$ cat src/uncore_pkg.sv
// ================================================
// Shared types and address map for the uncore
// Address bits 15:12 select the device and bits 1:0
// the register; the bits in between are ignored
// Device 0 is config, 1 is the CLINT, all others
// go to the loopback
// ================================================

`default_nettype none

package uncore_pkg;

  typedef logic [15:0] addr_t;
  typedef logic [31:0] data_t;
  typedef logic [3:0]  dev_t;
  typedef logic [1:0]  reg_idx_t;

  // Field positions inside addr_t
  localparam int dev_lsb_c = 12;
  localparam int idx_lsb_c = 0;

  localparam dev_t cfg_dev_c   = 4'd0;
  localparam dev_t clint_dev_c = 4'd1;

  typedef enum logic [1:0]
  {
    e_idle,
    e_issue,
    e_wait,
    e_resp
  } dispatch_state_e;

endpackage

`default_nettype wire

$ cat src/mem_dev_if.sv
// ================================================
// One command and its response between the
// dispatcher and a device slice
// v is a single-cycle pulse and is always accepted;
// rsp_v follows exactly one cycle later
// ================================================

`timescale 1ns/1ps
`default_nettype none

interface mem_dev_if
  import uncore_pkg::*;
  ();

  logic     v;
  logic     we;
  reg_idx_t idx;
  data_t    wdata;

  logic     rsp_v;
  data_t    rdata;

  modport ctrl
  (
    output v, we, idx, wdata,
    input  rsp_v, rdata
  );

  modport dev
  (
    input  v, we, idx, wdata,
    output rsp_v, rdata
  );

endinterface

`default_nettype wire

$ cat src/fwd_dispatch.sv
// ================================================
// Command dispatcher for a single processor port
// Only one command is outstanding at a time, so the
// response path is a single register
// Loopback commands walk the same states with no
// issue, keeping the latency at three cycles
// ================================================

`timescale 1ns/1ps
`default_nettype none

module fwd_dispatch
  import uncore_pkg::*;
  (
    input  logic  clk_i,
    input  logic  rst_i,

    input  logic  cmd_v_i,
    output logic  cmd_ready_o,
    input  logic  cmd_we_i,
    input  addr_t cmd_addr_i,
    input  data_t cmd_wdata_i,

    output logic  rsp_v_o,
    input  logic  rsp_ready_i,
    output data_t rsp_rdata_o,

    mem_dev_if.ctrl cfg_dev,
    mem_dev_if.ctrl clint_dev
  );

  dispatch_state_e state_r, state_n;

  logic     sel_cfg_r;
  logic     sel_clint_r;
  logic     we_r;
  reg_idx_t idx_r;
  data_t    wdata_r;
  data_t    rdata_r;

  logic  cmd_fire;
  logic  sel_loop;
  logic  sel_rsp_v;
  data_t sel_rdata;
  dev_t  cmd_dev;

  assign cmd_dev  = cmd_addr_i[dev_lsb_c +: $bits(dev_t)];
  assign cmd_fire = cmd_v_i & cmd_ready_o;
  assign sel_loop = ~sel_cfg_r & ~sel_clint_r;

  assign sel_rsp_v = (sel_cfg_r & cfg_dev.rsp_v) | (sel_clint_r & clint_dev.rsp_v);
  assign sel_rdata = sel_clint_r ? clint_dev.rdata : cfg_dev.rdata;

  always_comb
    begin
      state_n = state_r;
      unique case (state_r)
        e_idle:  if (cmd_v_i) state_n = e_issue;
        e_issue: state_n = e_wait;
        // Loopback has no slice to hear from
        e_wait:  if (sel_loop || sel_rsp_v) state_n = e_resp;
        e_resp:  if (rsp_ready_i) state_n = e_idle;
        default: state_n = e_idle;
      endcase
    end

  always_ff @(posedge clk_i)
    begin
      if (rst_i)
        begin
          state_r     <= e_idle;
          sel_cfg_r   <= 1'b0;
          sel_clint_r <= 1'b0;
        end
      else
        begin
          state_r <= state_n;
          if (cmd_fire)
            begin
              sel_cfg_r   <= (cmd_dev == cfg_dev_c);
              sel_clint_r <= (cmd_dev == clint_dev_c);
            end
        end
    end

  // Command payload and response data
  always_ff @(posedge clk_i)
    begin
      if (cmd_fire)
        begin
          we_r    <= cmd_we_i;
          idx_r   <= cmd_addr_i[idx_lsb_c +: $bits(reg_idx_t)];
          wdata_r <= cmd_wdata_i;
        end
      if (state_r == e_wait)
        rdata_r <= sel_loop ? '0 : sel_rdata;
    end

  assign cfg_dev.v     = (state_r == e_issue) & sel_cfg_r;
  assign cfg_dev.we    = we_r;
  assign cfg_dev.idx   = idx_r;
  assign cfg_dev.wdata = wdata_r;

  assign clint_dev.v     = (state_r == e_issue) & sel_clint_r;
  assign clint_dev.we    = we_r;
  assign clint_dev.idx   = idx_r;
  assign clint_dev.wdata = wdata_r;

  assign cmd_ready_o = (state_r == e_idle);
  assign rsp_v_o     = (state_r == e_resp);
  assign rsp_rdata_o = rdata_r;

endmodule

`default_nettype wire

$ cat src/cfg_slice.sv
// ================================================
// Configuration register slice
// Index 0 is the read-only core id; writes to it
// are dropped. Indexes 1 to 3 are scratch words
// Write responses carry zero data
// ================================================

`timescale 1ns/1ps
`default_nettype none

module cfg_slice
  import uncore_pkg::*;
  #(
    parameter data_t core_id_p = '0
  )
  (
    input  logic   clk_i,
    input  logic   rst_i,
    mem_dev_if.dev bus
  );

  data_t scratch_r [1:3];
  data_t rd_val;
  logic  rsp_v_r;
  data_t rdata_r;

  always_comb
    begin
      unique case (bus.idx)
        2'd1:    rd_val = scratch_r[1];
        2'd2:    rd_val = scratch_r[2];
        2'd3:    rd_val = scratch_r[3];
        default: rd_val = core_id_p;
      endcase
    end

  always_ff @(posedge clk_i)
    begin
      if (rst_i)
        begin
          for (int i = 1; i <= 3; i++)
            scratch_r[i] <= '0;
          rsp_v_r <= 1'b0;
        end
      else
        begin
          rsp_v_r <= bus.v;
          if (bus.v && bus.we && (bus.idx != 2'd0))
            scratch_r[bus.idx] <= bus.wdata;
        end
    end

  always_ff @(posedge clk_i)
    begin
      if (bus.v)
        rdata_r <= bus.we ? '0 : rd_val;
    end

  assign bus.rsp_v = rsp_v_r;
  assign bus.rdata = rdata_r;

endmodule

`default_nettype wire

$ cat src/clint_slice.sv
// ================================================
// Core-local interruptor slice
// Counter advances once every tick_div_p clocks,
// tick_div_p must be at least 1
// Index 0 is the counter, 1 the compare value,
// 2 and 3 read zero. The timer irq is registered
// ================================================

`timescale 1ns/1ps
`default_nettype none

module clint_slice
  import uncore_pkg::*;
  #(
    parameter int unsigned tick_div_p = 4
  )
  (
    input  logic   clk_i,
    input  logic   rst_i,
    mem_dev_if.dev bus,
    output logic   timer_irq_o
  );

  localparam int div_w_lp = (tick_div_p > 1) ? $clog2(tick_div_p) : 1;

  logic [div_w_lp-1:0] div_cnt_r;
  logic                tick;

  data_t mtime_r;
  data_t mtimecmp_r;
  data_t rd_val;
  logic  rsp_v_r;
  data_t rdata_r;
  logic  irq_r;

  assign tick = (div_cnt_r == div_w_lp'(tick_div_p - 1));

  always_comb
    begin
      unique case (bus.idx)
        2'd0:    rd_val = mtime_r;
        2'd1:    rd_val = mtimecmp_r;
        default: rd_val = '0;
      endcase
    end

  always_ff @(posedge clk_i)
    begin
      if (rst_i)
        begin
          div_cnt_r  <= '0;
          mtime_r    <= '0;
          mtimecmp_r <= '1;
          rsp_v_r    <= 1'b0;
          irq_r      <= 1'b0;
        end
      else
        begin
          div_cnt_r <= tick ? '0 : div_cnt_r + 1'b1;
          // A write to the counter wins over a tick
          if (bus.v && bus.we && (bus.idx == 2'd0))
            mtime_r <= bus.wdata;
          else if (tick)
            mtime_r <= mtime_r + 1'b1;
          if (bus.v && bus.we && (bus.idx == 2'd1))
            mtimecmp_r <= bus.wdata;
          rsp_v_r <= bus.v;
          irq_r   <= (mtime_r >= mtimecmp_r);
        end
    end

  always_ff @(posedge clk_i)
    begin
      if (bus.v)
        rdata_r <= bus.we ? '0 : rd_val;
    end

  assign bus.rsp_v   = rsp_v_r;
  assign bus.rdata   = rdata_r;
  assign timer_irq_o = irq_r;

endmodule

`default_nettype wire

$ cat src/uncore_top.sv
// ================================================
// Uncore top level for one processor port
// Valid/ready on both command and response sides;
// a new command is taken only after the previous
// response has been accepted
// ================================================

`timescale 1ns/1ps
`default_nettype none

module uncore_top
  import uncore_pkg::*;
  #(
    parameter data_t       core_id_p  = '0,
    parameter int unsigned tick_div_p = 4
  )
  (
    input  logic  clk_i,
    input  logic  rst_i,

    input  logic  cmd_v_i,
    output logic  cmd_ready_o,
    input  logic  cmd_we_i,
    input  addr_t cmd_addr_i,
    input  data_t cmd_wdata_i,

    output logic  rsp_v_o,
    input  logic  rsp_ready_i,
    output data_t rsp_rdata_o,

    output logic  timer_irq_o
  );

  mem_dev_if cfg_bus ();
  mem_dev_if clint_bus ();

  fwd_dispatch dispatch_i
  (
    .clk_i       (clk_i),
    .rst_i       (rst_i),
    .cmd_v_i     (cmd_v_i),
    .cmd_ready_o (cmd_ready_o),
    .cmd_we_i    (cmd_we_i),
    .cmd_addr_i  (cmd_addr_i),
    .cmd_wdata_i (cmd_wdata_i),
    .rsp_v_o     (rsp_v_o),
    .rsp_ready_i (rsp_ready_i),
    .rsp_rdata_o (rsp_rdata_o),
    .cfg_dev     (cfg_bus),
    .clint_dev   (clint_bus)
  );

  cfg_slice #(.core_id_p(core_id_p)) cfg_i
  (
    .clk_i (clk_i),
    .rst_i (rst_i),
    .bus   (cfg_bus)
  );

  clint_slice #(.tick_div_p(tick_div_p)) clint_i
  (
    .clk_i       (clk_i),
    .rst_i       (rst_i),
    .bus         (clint_bus),
    .timer_irq_o (timer_irq_o)
  );

endmodule

`default_nettype wire

$ cat config.mk
export PLATFORM = sky130hd
export DESIGN_NAME = uncore_top
export DESIGN_NICKNAME = d
export VERILOG_FILES = /design/src/uncore_pkg.sv /design/src/mem_dev_if.sv /design/src/fwd_dispatch.sv /design/src/cfg_slice.sv /design/src/clint_slice.sv /design/src/uncore_top.sv
export SDC_FILE = /design/constraint.sdc
export NUM_CORES = 1
export LEC_CHECK = 0
export ABC_AREA = 0
export BUFFER_PORTS_ARGS = -buffer_cell sky130_fd_sc_hd__buf_2
export CORE_UTILIZATION = 55
export CTS_BUF_LIST = sky130_fd_sc_hd__clkbuf_4
export CTS_CLUSTER_SIZE = 14
export DETAILED_ROUTE_END_ITERATION = 8
export PLACE_DENSITY = 0.85
export RECOVER_POWER = 100
export SYNTH_ARGS = -nofsm -noshare
export SYNTH_HDL_FRONTEND = slang
export SYNTH_SLANG_ARGS = --single-unit
$ cat constraint.sdc
create_clock -name clk_i -period 8.85 [get_ports clk_i]
set_input_delay 0.4425 -clock clk_i [delete_from_list [all_inputs] [get_ports clk_i]]
set_output_delay 0.4425 -clock clk_i [all_outputs]
set_load 0.005 [all_outputs]
==> results.env <==
CLKSINKCOUNT=300
ANT_NETS=0
CRITICAL_PATH_CLASS='flop to flop'
SHARE_OF_POST_ROUTE_CELLS_WITH_DRIVE_STRENGTH_ABOVE_1_PCT=18.3
GRT_ANTENNA_BEFORE_REPAIR=1
NUMBER_OF_ENABLE_FLIP_FLOP_CELLS_AFTER_SYNTHESIS=227
WORST_PIN_SLEW_NS=2.90
TOTAL_CHIP_POWER_uW=3350
POWER_FRAC_SEQ_PCT=51.1
HOLD_VIOL_FINAL=0
FINALHOLDWORSTSLACK_NS=0.0488
POWER_DENSITY_OVER_THE_CELLS_mW_PER_MM2=223
CRITICAL_PATH_BUF_INV_COUNT=2
WORSTPATHREQUIRED_NS=9.11
SYN_AREA_PER_CELL_SQ_UM=12.6
POST-ROUTE-MIN-PERIOD_NS=5.91
WIRE_LENGTH_PER_CELL_UM=19.2
CLOCKBUFFERDEPTH=3
TIMING.CRITICAL_PATH.CELLS='clkbuf_1 -> inv_1 -> nor2_1 -> and3_1 -> or2_2'
DRT_DRC_VIOLATIONS_LEFT=0
DRT-PASS1-ITER-COUNT=5
FLOORPLAN.INITIALDENSITY_PCT=56.8
SYN-NUM-NETS=1126
POWER.SWITCHING_uW=860
CORE_AREA_SQ_MM=0.0229
POWER_FRAC_CLOCK_PCT=37.6
CTS_POST_SETUP_BUFFERS_INSERTED=0
CELL_INTERNAL_PWR_uW=2490
PORT-BUFFER-COUNT=77
POST-SYNTH-TOP-AREA-CELL='sky130_fd_sc_hd__edfxtp_1'
WORST-ENDPOINT-ARRIVAL_NS=6.17
P_COMB_SHARE_PCT=11.3
NETSWITCHINGFRACTION_PCT=25.6
DRT_ITER0_DRC=827
RSZ0062_AT_GRT='false'
GLOBALROUTETOTALUTIL_PCT=25.3
YOSYS_WARNINGS=0
FINAL_NET_COUNT=1269
TIMING.CRITICAL_PATH.FROM_TYPE='flop'
WORST_SKEW_PAIR_LATER_PIN_LATENCY_NS=0.69
NUM_ROWS=55
CTS_ROOT_BUFFER='sky130_fd_sc_hd__clkbuf_4'
ROUTED_WL_MM=29.8
ROUTE.VIAS.TOTAL=8869
RUN_STATUS='complete, but fails checks'
HTREE_NUM_LEVELS=3
WORST_SLACK_NS=2.94
DESIGN.DIE.AREA_SQ_MM=0.0243
GLOBALROUTEMET3UTIL_PCT=5.36
VIAS_PER_CELL=5.71
FILLERS=1613
SKEW_NS=0.0483
NETLIST_AREA_SQ_MM=0.0130
CTS.CLK_SLEW.WORST_PATHS_NS=0.06
GLOBAL_ROUTE_CONGESTION_OVERFLOW_TOTAL=0
FIRST_GLOBAL_VIAS=9112
VDD_DROP_MAX_V=0.000107
DIEWIDTH_UM=156
SLOWEST_DELAY_NS=2.24
VIOLATIONS='max-capacitance violations, max-slew violations'
MAXSLEWHEADROOM_PCT=-93.3
POST_SYNTH_MAIN_AREA_CONTRIBUTORS='sky130_fd_sc_hd__edfxtp_1 (52%), sky130_fd_sc_hd__dfxtp_1 (11%), sky130_fd_sc_hd__and2_1 (4.8%)'
YOSYSTOPAREACELLSHARE_PCT=52.3
ASYNC_FLOP_SHARE_PCT=0
AREA_GROWTH_SYN_TO_LAYOUT_PCT=15.3
YS_TOP_CELLS_BY_COUNT='sky130_fd_sc_hd__edfxtp_1 (227), sky130_fd_sc_hd__nor2_1 (112), sky130_fd_sc_hd__and2_1 (100)'
SYNTH.DISTINCT_CELLS=49
HOLD_PATH.CLASS='primary input to flop'
YS_SEQ_ELEMENTS=300
YS.FLOP_TYPE='sky130_fd_sc_hd__edfxtp_1'
MET1_TRACK_UTILIZATION_FROM_GLOBAL_ROUTING_PCT=30.5
CRIT_SLOWEST_CELL='sky130_fd_sc_hd__nor2_1'
CTSHOLDBUFFERS=35
GRT_MAX_DEGREE=66
SETUP_VIOL=0
SYNTH_SEQUENTIAL_AREA_RATIO_PCT=63.5
DP_WORST_SETUP_SLACK_NS=5.60
CTS_TREE='built'
CTS-BUFFERS-INSERTED=75
POST-SYNTH-TOP-COUNT-CELL='sky130_fd_sc_hd__edfxtp_1'
GLOBAL_ROUTE.USAGE.MET2_PCT=43.2
TIMING.CRITICAL_PATH.MAX_DELAY_FAMILY='simple AND/OR/NAND/NOR gates'
POWER.LEAKAGE_uW=0.00596
BOUNDARYPINS=88
BUSIEST_LAYER='met2'
FINAL_MIN_PERIOD_OVER_CLOCK_PERIOD_PCT=66.8
TIMING.SETUP.TNS_NS=0
SYN-INSTANCE-COUNT=1035
CRIT_PATH_END_KIND='flop'
MAX-CAP-VIOLATIONS=12
DIE_H_UM=156
HPWLAFTERDP_MM=17.6
PLACE.GP.CONGESTION=0.862
MAXSLEWVIOLCOUNT=478
CP_MAX_FO=33
CLOCK.FMAX_MHz=169
GRT_FIRST_PASS_WIRELENGTH_MM=46.9
POST_CTS_RESIZED=0
==> per-stage QoR <==
| step | util [%] | std cells | area [sq um] |
|---|---|---|---|
| 2_1_floorplan | - | 1035 | 13000 |
| 3_3_place_gp | 59.8 | 1379 | 13700 |
| 3_5_place_dp | 59.8 | 1379 | 13700 |
| 4_1_cts | 66.0 | 1551 | 15100 |
| 5_1_grt | 65.5 | 1552 | 15000 |
| 6_report | 65.5 | 1552 | 15000 |
==> final cells by class <==
class | count | area, sq um | share of cell area [%]
sequential | 300 | 8280 | 55.1
multi-input combinational | 625 | 4340 | 28.9
clock buffer | 122 | 916 | 6.10
timing repair buffer | 128 | 776 | 5.17
tap | 313 | 392 | 2.61
inverter | 48 | 180 | 1.20
clock inverter | 15 | 136 | 0.908
antenna | 1 | 2.50 | 0.0167
==> path summary, 6_finish.rpt <==
kind	startpoint	depth (start not counted)	slack, ns	to
max	dispatch_i.cfg_dev.idx[0]$_DFFE_PP_	5	2.94	cfg_i.scratch_r[1][17]$_SDFFCE_PN0P_
max reg2reg	dispatch_i.cfg_dev.idx[0]$_DFFE_PP_	5	2.94	cfg_i.scratch_r[1][17]$_SDFFCE_PN0P_
min	cmd_addr_i[12]	3	0.05	dispatch_i.sel_clint_r$_SDFFE_PP0P_
min reg2reg	clint_i.div_cnt_r[0]$_SDFF_PP0_	1	0.48	clint_i.div_cnt_r[0]$_SDFF_PP0_
==> power groups by stage <==
stage	Clock [uW]	Combinational [uW]	Sequential [uW]
3_3_place_gp	0	354	1730
3_5_place_dp	0	366	1740
5_1_grt	1350	410	1720
2_1_floorplan	0	227	1720
6_report	1260	380	1710
4_1_cts	1270	381	1710
==> layout by cell type (no fill, tap or decap), drive strengths merged, types with 2 or more instances in the layout <==
cell,instances
clkbuf,159
or2,2
nand2,53
xnor2,11
nor2b,2
nand2b,3
dfxtp,73
a21o,2
and3,5
dlygate4sd3,35
ha,38
nand4,13
clkinv,11
a22oi,35
o21ai,13
mux2i,34
and4,3
o211ai,33
a21oi,9
inv,49
mux2,32
a311oi,6
buf,56
edfxtp,227
and2,100
nor4,4
bufinv,3
or3,8
a211oi,29
nor3,8
a22o,32
xor2,13
nor2,112
nand3,15
==> worst reg2reg max path, delay by kind of cell, from the launching register on <==
| family | cells | cell delay (ns) |
|---|---|---|
| buf+inv | 2 | 1.75 |
| flops | 1 | 0.33 |
| simple gates | 3 | 3.43 |
==> layer usage <==
| metal | up-vias | part of all wire (%) |
|---|---|---|
| met5 | - | 0 |
| met4 | 0 | 2.9 |
| met1 | 4298 | 40 |
| met2 | 379 | 51 |
| met3 | 72 | 6.9 |
| li1 | 4120 | - |
==> state kept, by name (all words and copies together), names as in the netlist, 2 cells and up <==
register and flops:
cfg_i.bus.rdata 32, cfg_i.scratch_r 96, clint_i.bus.rdata 32, clint_i.div_cnt_r 2, clint_i.mtime_r 32, clint_i.mtimecmp_r 32, dispatch_i.cfg_dev.idx 2, dispatch_i.cfg_dev.wdata 32
dispatch_i.rsp_rdata_o 32, dispatch_i.state_r 2
==> kinds of logic after synthesis <==
logic type,share of synthesized area [%]
adder cells (fa/ha/maj),3.65
AO/OA/AOI/OAI,9.68
XOR/XNOR,1.61
multiplexers,5.38
buffers and inverters,3.22
AND/OR/NAND/NOR,12.9
flip-flops,63.5
Note: power is estimated with default switching activity, not from simulation.
